[config.mk]
export PLATFORM = sky130hd
export DESIGN_NAME = ioWriteBuffer
export DESIGN_NICKNAME = d
export VERILOG_FILES = /design/src/hw/memAccessPkg.sv /design/src/hw/ioWriteBuffer.sv
export VERILOG_INCLUDE_DIRS = /design/src /design/src/hw
export SDC_FILE = /design/constraint.sdc
export NUM_CORES = 1
export LEC_CHECK = 0
export BUFFER_PORTS_ARGS = -buffer_cell sky130_fd_sc_hd__buf_2
export CORE_AREA = 2 2 64 66
export CTS_CLUSTER_SIZE = 8
export DETAILED_ROUTE_END_ITERATION = 10
export DIE_AREA = 0 0 66 68
export PLACE_DENSITY = 0.64
export REMOVE_ABC_BUFFERS = 1
export SLEW_MARGIN = 30
export SYNTH_ARGS = -nofsm -noshare
export SYNTH_HDL_FRONTEND = slang
export SYNTH_SLANG_ARGS = --single-unit
[constraint.sdc]
create_clock -name clk -period 2.5 [get_ports clk]
set_input_delay 0 -clock clk [delete_from_list [all_inputs] [get_ports clk]]
set_output_delay 0 -clock clk [all_outputs]
set_load 0.03 [all_outputs]
[src/hw/mem_cfg.svh]
`ifndef MEM_CFG_SVH
`define MEM_CFG_SVH

// byte address, top bit selects the I/O region
`define ADDR_WIDTH 17

// RAM size in bytes, indexed by the low address bits
`define RAM_DEPTH 4096

// output FIFO for I/O stores
`define IO_DEPTH 4

// must match IO_DEPTH
`define IO_PTR_WIDTH 2

`endif
[src/hw/memAccessPkg.sv]
package memAccessPkg;

    // direction of a data port request
    typedef enum logic {
        LOAD  = 1'b0,
        STORE = 1'b1
    } accessKind_t;

    // value is the byte count of the access
    typedef enum logic [2:0] {
        LEN_1 = 3'd1,
        LEN_2 = 3'd2,
        LEN_4 = 3'd4
    } accessLen_t;

    // opcode on the byte-wide RAM bus
    typedef enum logic {
        MEM_READ  = 1'b0,
        MEM_WRITE = 1'b1
    } memOp_t;

endpackage

[src/hw/ioWriteBuffer.sv]
`include "mem_cfg.svh"

module ioWriteBuffer (
    input  logic                     clk,
    input  logic                     rst,
    input  memAccessPkg::memOp_t     i_memOp,
    input  logic [`ADDR_WIDTH-1:0]   i_memAddr,
    input  logic [7:0]               i_memWdata,
    input  logic                     i_ioPop,
    output logic                     o_ramWe,
    output logic                     o_ioFull,
    output logic                     o_ioValid,
    output logic [7:0]               o_ioData
);
    import memAccessPkg::*;

    logic [7:0]               fifoMem [`IO_DEPTH];
    logic [`IO_PTR_WIDTH-1:0] wrPtr;
    logic [`IO_PTR_WIDTH-1:0] rdPtr;
    logic [`IO_PTR_WIDTH:0]   count;
    logic                     isIo;
    logic                     push;
    logic                     pop;

    // region decode
    assign isIo    = i_memAddr[`ADDR_WIDTH-1];
    assign o_ramWe = (i_memOp == MEM_WRITE) && !isIo;

    assign o_ioFull  = (count == (`IO_PTR_WIDTH+1)'(`IO_DEPTH));
    assign o_ioValid = (count != '0);
    assign o_ioData  = fifoMem[rdPtr];

    assign push = (i_memOp == MEM_WRITE) && isIo && !o_ioFull;
    assign pop  = i_ioPop && o_ioValid;

    always_ff @(posedge clk) begin
        if (push) begin
            fifoMem[wrPtr] <= i_memWdata;
        end
    end

    // pointers wrap since depth is a power of two
    always_ff @(posedge clk) begin
        if (rst) begin
            wrPtr <= '0;
            rdPtr <= '0;
            count <= '0;
        end else begin
            if (push) begin
                wrPtr <= wrPtr + 1'b1;
            end
            if (pop) begin
                rdPtr <= rdPtr + 1'b1;
            end
            case ({push, pop})
                2'b10:   count <= count + 1'b1;
                2'b01:   count <= count - 1'b1;
                default: count <= count;
            endcase
        end
    end

endmodule

==> results.toml, run 1 <==
[run_status]
outcome = "complete, no violations"

[critical_path]
worst_setup_path_startpoint = "count[2]$_SDFFE_PP0P_"
cp-start-kind = "flop"
r2r_cells = 9
cp_max_fo = 6
required_ns = 2.72
endpoint_kind = "flop"
crit_chain = "nor3b_2 > nor2_1 > inv_1 > ha_1 > inv_1 > fa_1 > xor2_1 > or3_1 > a21oi_1"
path_class = "flop to flop"
path_common_cell = "inv_1"
rr_startpoint = "count[2]$_SDFFE_PP0P_"
arrival_ns = 2.44
cpPeakStageDelay_ns = 0.39
cp_slowest_cell = "dfxtp_1"

[finish]
n_antenna_cell = 0
layout-drive-gt1-share_pct = 29.5
fin_cells = 182
final_cell_area_sq_um = 1970
fin_util_pct = 51.0
areaGrowthSynthToFinish_pct = 20.6
layout.nets = 166

[clocking]
clock-sinks = 41
cts_root_buf = "clkbuf_8"
clock_latency_ns = 0.28
cts_buffer_depth = 2
clkTransAtPathRegs_ns = 0.07
cts_resized = 0
cts_made_buffers = 5
ctsHtreeMaxLevel = 2
cts_tree = "done"

[worst_hold_path]
min_path_type = "primary input to flop"
min_from = "i_memAddr[16]"
hold_depth = 4

[yosys]
syn_avg_cell_area_sq_um = 17.2
netlist_instances = 95
synth-edff-count = 32
synthTopCellsByArea = "edfxtp_1, dfxtp_1, mux4_2"
ys_ff_latch = 41
synth_cell_types = 23
synth-main-ff-cell = "edfxtp_1"
yosys.area.top_type = "edfxtp_1"
netlist_area_sq_um = 1630
ys_seq_area_share_pct = 69.9
ys_warn_count = 0
synthArstFlopShare_pct = 0
synth_top_cell_area_share_pct = 58.9

[timing]
tns_ns = 0
finalHoldViolCount = 0
setup_ws_ns = 0.283
slew_violations = 0
max_freq_mhz = 451
relSlewSlack_pct = 63.8
setup_viol = 0
worstMarginPinSlew_ns = 0.542
period_share_pct = 88.7
rsz0062_at_grt = "false"
skew_ns = 0.00233
period_needed_ns = 2.22

[floorplanning]
core_sq_um = 3860
start_util_pct = 42.3
num_rows = 23
die_area_sq_um = 4490
boundaryPins = 40
die_w_microns = 66
die_y_microns = 68

[grt]
grt_overflow = 0
antenna_found_initial = 0
grt_pass1_wl_microns = 3960
grt_max_degree = 13
grt_pass1_vias = 822
gr-usage-all-layers_pct = 12.7

[power_and_ir_drop]
ir_worst_vdd_mv = 0.567
powerDensity_nw_per_um2 = 880
cellLeakagePower_uw = 0.000700

[placement]
port_buffers = 23
pre_cts_ws_ns = 0.260
placed_cell_area_sq_um = 1800
gp_congestion = 0.660
hpwl_microns = 1730
dp.cells = 165

[run]
maxCapViolCount = 0

[routing]
drt-total-wl_microns = 2470
ant_nets = 0
drt_iter0_drc = 37
vias = 879
routedWlPerCell_microns = 13.6
drc = 0
first_pass_iters = 4
drt-vias-per-instance = 4.83
## what timing repair did
item                                    in CTS  in global routing
hold endpoints to repair                    35                  0
endpoints found under the setup margin       0                  0
hold buffers                                 9                  0
setup buffers                                0                  0
## state kept, by name, summed over array words and instances (netlist names), named ones only
name,cells
count,3
fifoMem,32
rdPtr,2
wrPtr,2
## power by group
group / switching (uW) / leakage (uW) / internal, uW / total [uW]
Sequential: 76.4 / 0.000364 / 791 / 867
Clock: 202 / 0.0000430 / 188 / 390
Combinational: 266 / 0.000293 / 209 / 476
## layer usage
layer  track usage (%)  part of all wire (%)
met2              20.6                    50
met5                 0                     0
met1              15.7                    44
met4              4.59                   1.4
met3              4.93                   5.2
## through the flow
step | hold WS [ns] | power (uW)
6_report | 0.155 | 1730
5_1_grt | 0.178 | 1830
4_1_cts | 0.146 | 1760
3_5_place_dp | 0.217 | 1360
3_3_place_gp | 0.211 | 1340
2_1_floorplan | 0.0624 | 1230
## worst paths after layout
path / end / slack (ns)
worst max register to register: count[2]$_SDFFE_PP0P_ / 0.28
worst min register to register: count[2]$_SDFFE_PP0P_ / 0.53
worst max-delay path: count[2]$_SDFFE_PP0P_ / 0.28
worst min-delay path: wrPtr[0]$_SDFFE_PP0P_ / 0.15
## area by class of cell
class,count,area (sq um)
fillers,339,1890
flip-flops and latches,41,1140
multi-input cells,45,455
repair buffers,32,205
clock buffers,5,68.8
well taps,50,62.6
inverters,6,22.5
clock inverters,3,12.5
## cell usage in the layout (no fill, tap or decap)
master         instances
a21oi_1                3
a21oi_2                1
and2_1                 4
buf_2                 23
clkbuf_8               5
clkinv_1               2
clkinv_2               1
dfxtp_1                9
dlygate4sd3_1          9
edfxtp_1              32
fa_1                   1
ha_1                   5
inv_1                  6
mux4_2                 8
nand2_1                1
nor2_1                 7
nor2b_1                1
nor3b_2                1
o21ai_0                3
o311ai_1               1
o31a_1                 1
or3_1                  3
or3b_1                 1
xnor2_1                1
xor2_1                 3
## synth_stat cells (3+ instances only)
master,number
dfxtp_1,9
xor2_1,3
nor2_1,7
edfxtp_1,32
inv_1,6
or3_1,3
o21ai_0,3
mux4_2,8
and2_1,4
ha_1,5
a21oi_1,3
## critical path: cells and delay by family (launching register included)
| family | cells | cell delay, ns |
|---|---|---|
| buffers and inverters | 2 | 0.15 |
| flip-flops | 1 | 0.39 |
| AO/OA/AOI/OAI | 1 | 0.13 |
| adder cells (fa/ha/maj) | 2 | 0.54 |
| AND/OR/NAND/NOR | 3 | 0.77 |
| XOR/XNOR | 1 | 0.16 |
## cells by family (layout without fill, tap and decap cells)
family                   after synthesis  after routing  synth area share [%]
AO/OA/AOI/OAI                          9              9                  3.45
adder cells (fa/ha/maj)                6              6                  5.06
multiplexers                           8              8                  11.0
flip-flops                            41             41                  69.9
XOR/XNOR                               4              4                  2.15
buffers and inverters                  9             46                  2.15
AND/OR/NAND/NOR                       18             18                  6.21
Power figures use the tool's default switching activity.
==> run 2, diff against run 1 <==
--- a/config.mk
+++ b/config.mk
@@ -13,3 +13,3 @@
 export DIE_AREA = 0 0 66 68
-export PLACE_DENSITY = 0.64
+export PLACE_DENSITY = 0.69
 export REMOVE_ABC_BUFFERS = 1
==> constraint.sdc (replaced) <==
create_clock -name clk -period 2.5 [get_ports clk]
set_input_delay 0.25 -clock clk [delete_from_list [all_inputs] [get_ports clk]]
set_output_delay 0.25 -clock clk [all_outputs]
set_load 0.03 [all_outputs]
==> run 2 against run 1 <==
  * Hold slack gained 0.020 ns
  * Via count shrank 2.6%
  * Critical path depth is the same
==> results.toml, run 2 (same netlist as run 1, synthesis figures left out) <==
[clocking]
clock-sinks = 41
cts_made_buffers = 5
cts_resized = 0
clock_latency_ns = 0.29
cts_buffer_depth = 2
clkTransAtPathRegs_ns = 0.07
ctsHtreeMaxLevel = 2
cts_tree = "done"
cts.hold.buffers_added = 0
postCtsSetupRepairBufs = 0
cts_root_buf = "clkbuf_8"

[finish]
layout_commonest_cell = "edfxtp_1"
reg.largest.list = "fifoMem: 32 flops, count: 3 flops"
n_antenna_cell = 0
layout-drive-gt1-share_pct = 33.3
final_cell_mix = "edfxtp_1, buf_2, dfxtp_1, mux4_2, nor2_1"
layout.nets = 157
regMostFlops = "fifoMem"
nFillCells = 346
largest_reg_flops = 32
areaGrowthSynthToFinish_pct = 15.4

[routing]
first_pass_iters = 4
vias = 856
drc = 0
drt-total-wl_microns = 2540
routedWlPerCell_microns = 14.7
ant_nets = 0
drt_iter0_drc = 73
drt-vias-per-instance = 4.95

[floorplanning]
die_y_microns = 68
start_util_pct = 42.3
core_sq_um = 3860
boundaryPins = 40
num_rows = 23
die_w_microns = 66
die_area_sq_um = 4490

[grt]
grt_pass1_vias = 950
antenna_found_initial = 0
gr-usage-all-layers_pct = 14.1
grt_pass1_wl_microns = 4400
grt_max_degree = 14
grt_overflow = 0

[timing]
slew_violations = 0
max_freq_mhz = 445
rsz0062_at_grt = "false"
relSlewSlack_pct = 63.7
hold_ws_ns = 0.175
tns_ns = 0
worstMarginPinSlew_ns = 0.544
period_needed_ns = 2.25
period_share_pct = 90.0
finalHoldViolCount = 0
skew_ns = 0.00222
setup_viol = 0

[critical_path]
arrival_ns = 2.47
cp_max_fo = 6
cp-start-kind = "flop"
required_ns = 2.72
path_class = "flop to flop"
endpoint_kind = "flop"

[run]
maxCapViolCount = 0

[power_and_ir_drop]
powerDensity_nw_per_um2 = 922
ir_worst_vdd_mv = 0.582
cellLeakagePower_uw = 0.000664

[run_status]
outcome = "complete, no violations"

[placement]
hpwl_microns = 1850
port_buffers = 23
gp_congestion = 0.719

[worst_hold_path]
min_path_type = "primary input to flop"
run 2: changes by cell type in the layout (fill, tap and decap cells not counted):
cell           delta
clkinvlp_4        +1
clkinv_1          -2
clkinv_2          +1
dlygate4sd3_1     -9
run 2: report_power, final:
part	total, uW	internal [uW]	switching (uW)
Sequential	870	791	79.7
Combinational	461	200	261
Clock	406	192	214
Total	1740	1180	554
run 2: critical path, cell delays in order, from the launching register on:
cell and delay (ns):
dfxtp_1 0.40, nor3b_2 0.33, nor2_1 0.15, inv_1 0.08, ha_1 0.18, inv_1 0.06
fa_1 0.37, xor2_1 0.16, or3_1 0.31, a21oi_1 0.15
run 2: routing by layer:
layer	wire length, microns	share of wire [%]	global-route usage [%]	vias up
met2	1310	51	24.9	27
met5	0	0	0	-
met1	1020	40	15.0	417
li1	-	-	-	408
met3	160	6.3	5.92	4
met4	45	1.8	6.12	0
run 2: layout make-up:
class	count	area [sq um]	share of cell area, %
sequential	41	1140	60.6
multi-input combinational	45	455	24.2
timing repair buffer	23	115	6.11
clock buffer	5	68.8	3.65
tap	50	62.6	3.32
inverter	6	22.5	1.20
clock inverter	3	17.5	0.930
run 2: metrics by stage:
step | setup WS [ns] | util [%] | instances | power [uW] | instance area [sq um]
after global placement | 0.359 | 46.6 | 165 | 1340 | 1800
after CTS | 0.229 | 48.8 | 173 | 1760 | 1880
after global routing | 0.0315 | 48.8 | 173 | 1850 | 1880
after floorplan | 0.109 | - | 92 | 1230 | 1620
after detailed placement | 0.258 | 46.6 | 165 | 1350 | 1800
final | 0.251 | 48.8 | 173 | 1740 | 1880
run 2: worst paths after layout:
kind                               from                       to  slack (ns)  cells after the start
setup reg to reg  count[2]$_SDFFE_PP0P_    count[2]$_SDFFE_PP0P_        0.25                      9
setup / recovery  count[2]$_SDFFE_PP0P_    count[2]$_SDFFE_PP0P_        0.25                      9
hold / removal            i_memWdata[3]  fifoMem[2][3]$_DFFE_PP_        0.17                      1
hold reg to reg   count[2]$_SDFFE_PP0P_    count[2]$_SDFFE_PP0P_        0.54                      2
