### src/hw/mem_cfg.svh
`ifndef MEM_CFG_SVH
`define MEM_CFG_SVH

// byte address, top bit selects the I/O region
`define ADDR_WIDTH 17

// RAM size in bytes, indexed by the low address bits
`define RAM_DEPTH 4096

// output FIFO for I/O stores
`define IO_DEPTH 4

// must match IO_DEPTH
`define IO_PTR_WIDTH 2

`endif
### src/hw/ctrlStatePkg.sv
package ctrlStatePkg;

    // which requester owns the RAM bus
    typedef enum logic [1:0] {
        IDLE       = 2'd0,
        FETCH      = 2'd1,
        LOAD_DATA  = 2'd2,
        STORE_DATA = 2'd3
    } ctrlState_t;

    // low two bits give the byte being issued
    typedef enum logic [2:0] {
        STAGE_0    = 3'd0,
        STAGE_1    = 3'd1,
        STAGE_2    = 3'd2,
        STAGE_3    = 3'd3,
        STAGE_DONE = 3'd4
    } byteStage_t;

endpackage

### src/hw/memAccessPkg.sv
package memAccessPkg;

    // direction of a data port request
    typedef enum logic {
        LOAD  = 1'b0,
        STORE = 1'b1
    } accessKind_t;

    // value is the byte count of the access
    typedef enum logic [2:0] {
        LEN_1 = 3'd1,
        LEN_2 = 3'd2,
        LEN_4 = 3'd4
    } accessLen_t;

    // opcode on the byte-wide RAM bus
    typedef enum logic {
        MEM_READ  = 1'b0,
        MEM_WRITE = 1'b1
    } memOp_t;

endpackage

### src/hw/memCtrl.sv
`include "mem_cfg.svh"

module memCtrl (
    input  logic                        clk,
    input  logic                        rst,
    input  logic                        i_rdy,
    input  logic                        i_ioFull,
    input  logic [7:0]                  i_memRdata,

    input  logic                        i_instEn,
    input  logic [`ADDR_WIDTH-1:0]      i_instAddr,

    input  logic                        i_dataEn,
    input  memAccessPkg::accessKind_t   i_dataKind,
    input  memAccessPkg::accessLen_t    i_dataLen,
    input  logic [`ADDR_WIDTH-1:0]      i_dataAddr,
    input  logic [31:0]                 i_dataWdata,

    output memAccessPkg::memOp_t        o_memOp,
    output logic [`ADDR_WIDTH-1:0]      o_memAddr,
    output logic [7:0]                  o_memWdata,

    output logic                        o_instDone,
    output logic [31:0]                 o_instInst,
    output logic                        o_dataDone,
    output logic [31:0]                 o_dataRdata
);
    import memAccessPkg::*;
    import ctrlStatePkg::*;

    ctrlState_t             state;
    byteStage_t             stage;
    byteStage_t             nextStage;

    // request payload, latched on accept
    logic [`ADDR_WIDTH-1:0] baseAddr;
    accessLen_t             len;
    logic [31:0]            wdata;
    logic [23:0]            asmData;

    logic                   advance;
    logic                   lastByte;
    logic [1:0]             stageIdx;
    logic [1:0]             lastIdx;
    logic [1:0]             byteIdx;

    // global stall or full I/O FIFO freezes everything
    assign advance  = i_rdy && !i_ioFull;

    assign stageIdx = stage[1:0];
    assign lastIdx  = 2'(len - 3'd1);
    assign lastByte = (stage != STAGE_DONE) && (({1'b0, stageIdx} + 3'd1) == len);

    // while stalled, keep addressing the byte the next capture expects
    always_comb begin
        if (stage == STAGE_DONE) begin
            byteIdx = lastIdx;
        end else if (advance || stage == STAGE_0) begin
            byteIdx = stageIdx;
        end else begin
            byteIdx = stageIdx - 2'd1;
        end
    end

    always_comb begin
        case (stage)
            STAGE_0: nextStage = STAGE_1;
            STAGE_1: nextStage = STAGE_2;
            STAGE_2: nextStage = STAGE_3;
            default: nextStage = STAGE_DONE;
        endcase
        if (lastByte) begin
            nextStage = STAGE_DONE;
        end
    end

    // RAM-side bus
    assign o_memAddr  = baseAddr + `ADDR_WIDTH'(byteIdx);
    assign o_memWdata = wdata[{byteIdx, 3'b000} +: 8];
    assign o_memOp    = (state == STORE_DATA && advance) ? MEM_WRITE : MEM_READ;

    // done cycle merges the live RAM byte with the assembled ones
    assign o_instDone = advance && (state == FETCH) && (stage == STAGE_DONE);
    assign o_instInst = o_instDone ? {i_memRdata, asmData} : 32'd0;

    always_comb begin
        o_dataDone  = 1'b0;
        o_dataRdata = 32'd0;
        if (advance) begin
            if (state == LOAD_DATA && stage == STAGE_DONE) begin
                o_dataDone = 1'b1;
                case (len)
                    LEN_1:   o_dataRdata = {24'd0, i_memRdata};
                    LEN_2:   o_dataRdata = {16'd0, i_memRdata, asmData[7:0]};
                    default: o_dataRdata = {i_memRdata, asmData};
                endcase
            end else if (state == STORE_DATA && lastByte) begin
                o_dataDone = 1'b1;
            end
        end
    end

    // state and stage sequencing
    always_ff @(posedge clk) begin
        if (rst) begin
            state <= IDLE;
            stage <= STAGE_0;
        end else if (advance) begin
            case (state)
                IDLE: begin
                    stage <= STAGE_0;
                    // data port wins a tie
                    if (i_dataEn) begin
                        state <= (i_dataKind == STORE) ? STORE_DATA : LOAD_DATA;
                    end else if (i_instEn) begin
                        state <= FETCH;
                    end
                end
                FETCH,
                LOAD_DATA: begin
                    if (stage == STAGE_DONE) begin
                        state <= IDLE;
                        stage <= STAGE_0;
                    end else begin
                        stage <= nextStage;
                    end
                end
                STORE_DATA: begin
                    if (lastByte) begin
                        state <= IDLE;
                        stage <= STAGE_0;
                    end else begin
                        stage <= nextStage;
                    end
                end
                default: begin
                    state <= IDLE;
                    stage <= STAGE_0;
                end
            endcase
        end
    end

    // payload and read assembly
    always_ff @(posedge clk) begin
        if (advance) begin
            if (state == IDLE) begin
                if (i_dataEn) begin
                    baseAddr <= i_dataAddr;
                    len      <= i_dataLen;
                    wdata    <= i_dataWdata;
                end else begin
                    baseAddr <= i_instAddr;
                    // a fetch is always a full word
                    len      <= LEN_4;
                end
            end else if (state != STORE_DATA && stage != STAGE_0 && stage != STAGE_DONE) begin
                // RAM returns the byte issued one stage earlier
                asmData[{stageIdx - 2'd1, 3'b000} +: 8] <= i_memRdata;
            end
        end
    end

endmodule

### config.mk
export PLATFORM = sky130hd
export DESIGN_NAME = memCtrl
export DESIGN_NICKNAME = d
export VERILOG_FILES = /design/src/hw/ctrlStatePkg.sv /design/src/hw/memAccessPkg.sv /design/src/hw/memCtrl.sv
export VERILOG_INCLUDE_DIRS = /design/src /design/src/hw
export SDC_FILE = /design/constraint.sdc
export NUM_CORES = 1
export LEC_CHECK = 0
export BUFFER_PORTS_ARGS = -buffer_cell sky130_fd_sc_hd__buf_2
export CORE_MARGIN = 2
export CORE_UTILIZATION = 50
export CTS_CLUSTER_SIZE = 16
export DETAILED_ROUTE_END_ITERATION = 8
export PLACE_DENSITY_LB_ADDON = 0.08
export SYNTH_ARGS = -nofsm -noshare
export SYNTH_HDL_FRONTEND = slang
export SYNTH_SLANG_ARGS = --single-unit
### constraint.sdc
create_clock -name clk -period 4 [get_ports clk]
set_input_delay 0.6 -clock clk [delete_from_list [all_inputs] [get_ports clk]]
set_output_delay 0.6 -clock clk [all_outputs]
set_load 0.01 [all_outputs]
==> impl_metrics.csv <==
group,metric,value,unit
outcome,outcome,"complete, no violations",
detailed_routing,number_of_vias_per_cell_after_detailed_routing,5.530,
clock_network,cts_max_level,3,
cells_and_area,diodes,0,
timing,final_period_minus_worst_setup_slack,3765,ps
detailed_routing,drt.antenna.violating_nets,0,
global_routing,largest_net_degree_at_the_start_of_global_routing,34,
setup_path,slowest_cell_on_the_critical_path,"sky130_fd_sc_hd__fa_1",
power_and_ir_drop,ir_worst_vdd,229.9,uV
global_routing,grt_overflow,0,
clock_network,cts-buffers-inserted,9,
synth,synth_commonest_cells,"sky130_fd_sc_hd__and2_1, sky130_fd_sc_hd__edfxtp_1, sky130_fd_sc_hd__nor2_1",
placed_design,place.gp.congestion,0.8312,
clock_network,postCtsSetupRepairBufs,0,
synth,combined_area_of_all_synthesized_cells,4662,um^2
floorplan,io_pins,176,
flow_run,maxCapViolations,0,
timing,relative_slew_slack,39.41,%
clock_network,clk_pin_slew,90,ps
timing,period_utilization_post_route,94.14,%
worst_hold_path,min_path_type,"in -> reg",
cells_and_area,layout-drive-gt1-share,38.50,%
timing,hold_viol,0,
global_routing,antenna_found_initial,0,
floorplan,core-area,9153,um^2
setup_path,critPathRequiredTime,3400,ps
placed_design,placed_cell_area,5635,um^2
synth,mapped_avg_cell_area,11.68,um^2
floorplan,fp.dieH,100.6,um
synth,synth-main-ff-cell,"sky130_fd_sc_hd__edfxtp_1",
clock_network,cts.sink_count,81,
synth,synth_largest_area_cell,"sky130_fd_sc_hd__edfxtp_1",
synth,synth_enable_flop_cells,76,
power_and_ir_drop,leakagePower,2.529,nW
detailed_routing,routedWlPerCell,15.89,um
timing,timing.final.setup_violations,0,
cells_and_area,stdcell_area,5876,um^2
cells_and_area,n_fill_cell,773,
floorplan,starting_utilization_of_the_core_area,50.94,%
power_and_ir_drop,cellPowerDensity,316.5,nW/um^2
cells_and_area,area_growth,26.03,%
setup_path,worst-path-max-fanout,11,
placed_design,io_buffer_count,175,
synth,ys_seq_area_share,51.10,%
detailed_routing,route.detailed.drc,0,
cells_and_area,final_nets,669,
synth,ys_warn_count,0,
timing,timing_max_transition_violations_final,0,
synth,synth-async-reset-ratio,0,%
setup_path,cpPeakStageDelay,430,ps
timing,max_slew.worst_pin.slew,908.9,ps
floorplan,fp-row-count,35,
setup_path,cp-end-kind,"output pin",
synth,synth_top_cell_area_share,48.95,%
synth,synth.most_common_cell,"sky130_fd_sc_hd__and2_1",
clock_network,cts_hold_buffers,0,
synth,most_area_consuming_cells_after_synthesis,"sky130_fd_sc_hd__edfxtp_1, sky130_fd_sc_hd__and2_1, sky130_fd_sc_hd__ha_1",
clock_network,cts_root_buffer,"sky130_fd_sc_hd__clkbuf_8",
synth,syn-instance-count,399,
placed_design,detailedPlacementHpwl,7915,um
clock_network,clock_latency,360,ps
timing,timing.fmax,265.6,MHz
clock_network,cts_tree,"built",
power_and_ir_drop,design_power_total,0.001860,W
cells_and_area,final_util,64.20,%
setup_path,worstPathArrival,3170,ps
setup_path,timing.critical_path.from_type,"flip-flop",
detailed_routing,detail_route.first_pass.iterations,4,
global_routing,grt_util_all_layers,21.37,%
floorplan,design.die.area,10110,um^2
synth,ys_ff_latch,81,
timing,skew,10.83,ps
detailed_routing,wl,10890,um
global_routing,grt_pass1_vias,3460,
global_routing,grt_first_pass_wirelength,16930,um
setup_path,worst-r2r-setup-slack,1850,ps
setup_path,series_of_cell_instances_along_the_critical_path,"inv_1, ha_2, buf_4, o32a_1, and2_1, ha_1, fa_1, nand4_1, nor3_4, nand3_1, xnor2_1, buf_2",
detailed_routing,routed-via-count,3788,
floorplan,die_width,100.6,um
clock_network,ctsLongestPathBuffers,2,
setup_path,worst-setup-path-type,"reg -> out",
detailed_routing,first_iter_violations,200,
synth,yosys.cell_types.count,51,
synth,synth_nets,499,
==> per-stage QoR <==
| stage | std cells | setup WS [ps] | hold slack [ps] | TNS, ps |
|---|---|---|---|---|
| finish | 685 | 234.6 | 410.0 | 0 |
| global route | 685 | -1.433 | 389.0 | -1.433 |
| CTS | 685 | 91.49 | 397.2 | 0 |
| detailed placement | 669 | 329.6 | 521.0 | 0 |
| global placement | 669 | 506.6 | 511.9 | 0 |
| floorplan | 399 | 439.0 | 483.6 | 0 |
==> sequential cells by signal, summed over array words and instances, names as in the netlist <==
name / cells
len: 3
baseAddr: 17
state: 2
stage: 3
asmData: 24
wdata: 32
==> where the power goes <==
| group | switching [W] | internal, W |
|---|---|---|
| Sequential | 0.0000185 | 0.000959 |
| Clock | 0.000309 | 0.000358 |
| Combinational | 0.000117 | 0.0000989 |
| Total | 0.000444 | 0.00142 |
==> cells in the final DEF, fill, tap and decap left out, types with 2 or more instances in the layout <==
cell type,netlist,final
sky130_fd_sc_hd__buf_2,11,175
sky130_fd_sc_hd__and2_1,81,81
sky130_fd_sc_hd__edfxtp_1,76,76
sky130_fd_sc_hd__nor2_1,20,20
sky130_fd_sc_hd__o311a_1,16,16
sky130_fd_sc_hd__a32oi_1,16,16
sky130_fd_sc_hd__a22oi_1,16,16
sky130_fd_sc_hd__ha_1,15,14
sky130_fd_sc_hd__nand2_1,12,12
sky130_fd_sc_hd__xnor2_1,11,11
sky130_fd_sc_hd__inv_1,10,10
sky130_fd_sc_hd__nand3_1,10,10
sky130_fd_sc_hd__mux2_2,10,10
sky130_fd_sc_hd__clkbuf_8,0,9
sky130_fd_sc_hd__mux2i_1,8,8
sky130_fd_sc_hd__buf_4,0,8
sky130_fd_sc_hd__mux2_1,7,7
sky130_fd_sc_hd__xor2_1,6,6
sky130_fd_sc_hd__nand2b_1,5,5
sky130_fd_sc_hd__and3_1,5,5
sky130_fd_sc_hd__dfxtp_1,5,5
sky130_fd_sc_hd__a21oi_1,3,3
sky130_fd_sc_hd__nor2b_1,4,3
sky130_fd_sc_hd__a31oi_1,3,3
sky130_fd_sc_hd__inv_6,0,3
sky130_fd_sc_hd__nor4_1,2,2
sky130_fd_sc_hd__nor2b_2,1,2
sky130_fd_sc_hd__o21ai_2,2,2
sky130_fd_sc_hd__nand3b_1,2,2
sky130_fd_sc_hd__o21ai_1,2,2
sky130_fd_sc_hd__nor3b_1,2,2
sky130_fd_sc_hd__nand4_1,2,2
sky130_fd_sc_hd__nor3_1,3,2
sky130_fd_sc_hd__o31ai_1,2,2
sky130_fd_sc_hd__o2111ai_1,2,2
sky130_fd_sc_hd__bufinv_16,0,2
==> critical path: cells and delay by family, from the launching register on <==
kind                     cells  cell delay (ps)
AO/OA/AOI/OAI                1              340
XOR/XNOR                     1              130
adder cells (fa/ha/maj)      3              900
AND/OR/NAND/NOR              4              570
buffers and inverters        3              450
flip-flops                   1              420
==> kinds of logic after synthesis <==
| logic type | Yosys count | share of synthesized area (%) |
|---|---|---|
| and+or+nand+nor | 153 | 18.95 |
| DFF | 81 | 51.10 |
| AOI/OAI and AO/OA | 72 | 12.99 |
| buffers and inverters | 34 | 3.140 |
| muxes | 25 | 5.824 |
| xor gates and xnor gates | 18 | 3.543 |
| adders and majority gates | 16 | 4.455 |
==> area by class of cell <==
type                    count  area (um^2)  share of cell area [%]
flip-flops and latches     81         2382                   40.55
inverters                  10        37.54                  0.6388
clock inverters             7        100.1                   1.704
multi-input cells         284         2157                   36.71
repair buffers            183        935.9                   15.93
clock buffers               9        123.9                   2.108
well taps                 111        138.9                   2.364
==> routing by layer <==
metal / wire, um / GRT usage (%)
met4: 164 / 6.744
met5: 0 / 0
met2: 5188 / 34.49
met1: 4757 / 28.93
met3: 776 / 4.716
==> worst paths after layout <==
check,cells after the start,start,end
min,1,i_dataWdata[26],wdata[26]$_DFFE_PP_
min reg2reg,2,stage[1]$_SDFFE_PP0P_,stage[1]$_SDFFE_PP0P_
max reg2reg,6,stage[1]$_SDFFE_PP0P_,state[1]$_SDFFE_PP0P_
max,12,stage[1]$_SDFFE_PP0P_,o_memAddr[16]
==> repair_timing <==
| item | CTS | global route |
|---|---|---|
| gates resized for setup | 1 | 3 |
| endpoints found under the setup margin | 3 | 7 |
| pin swaps | 0 | 0 |
Power figures use the tool's default switching activity.
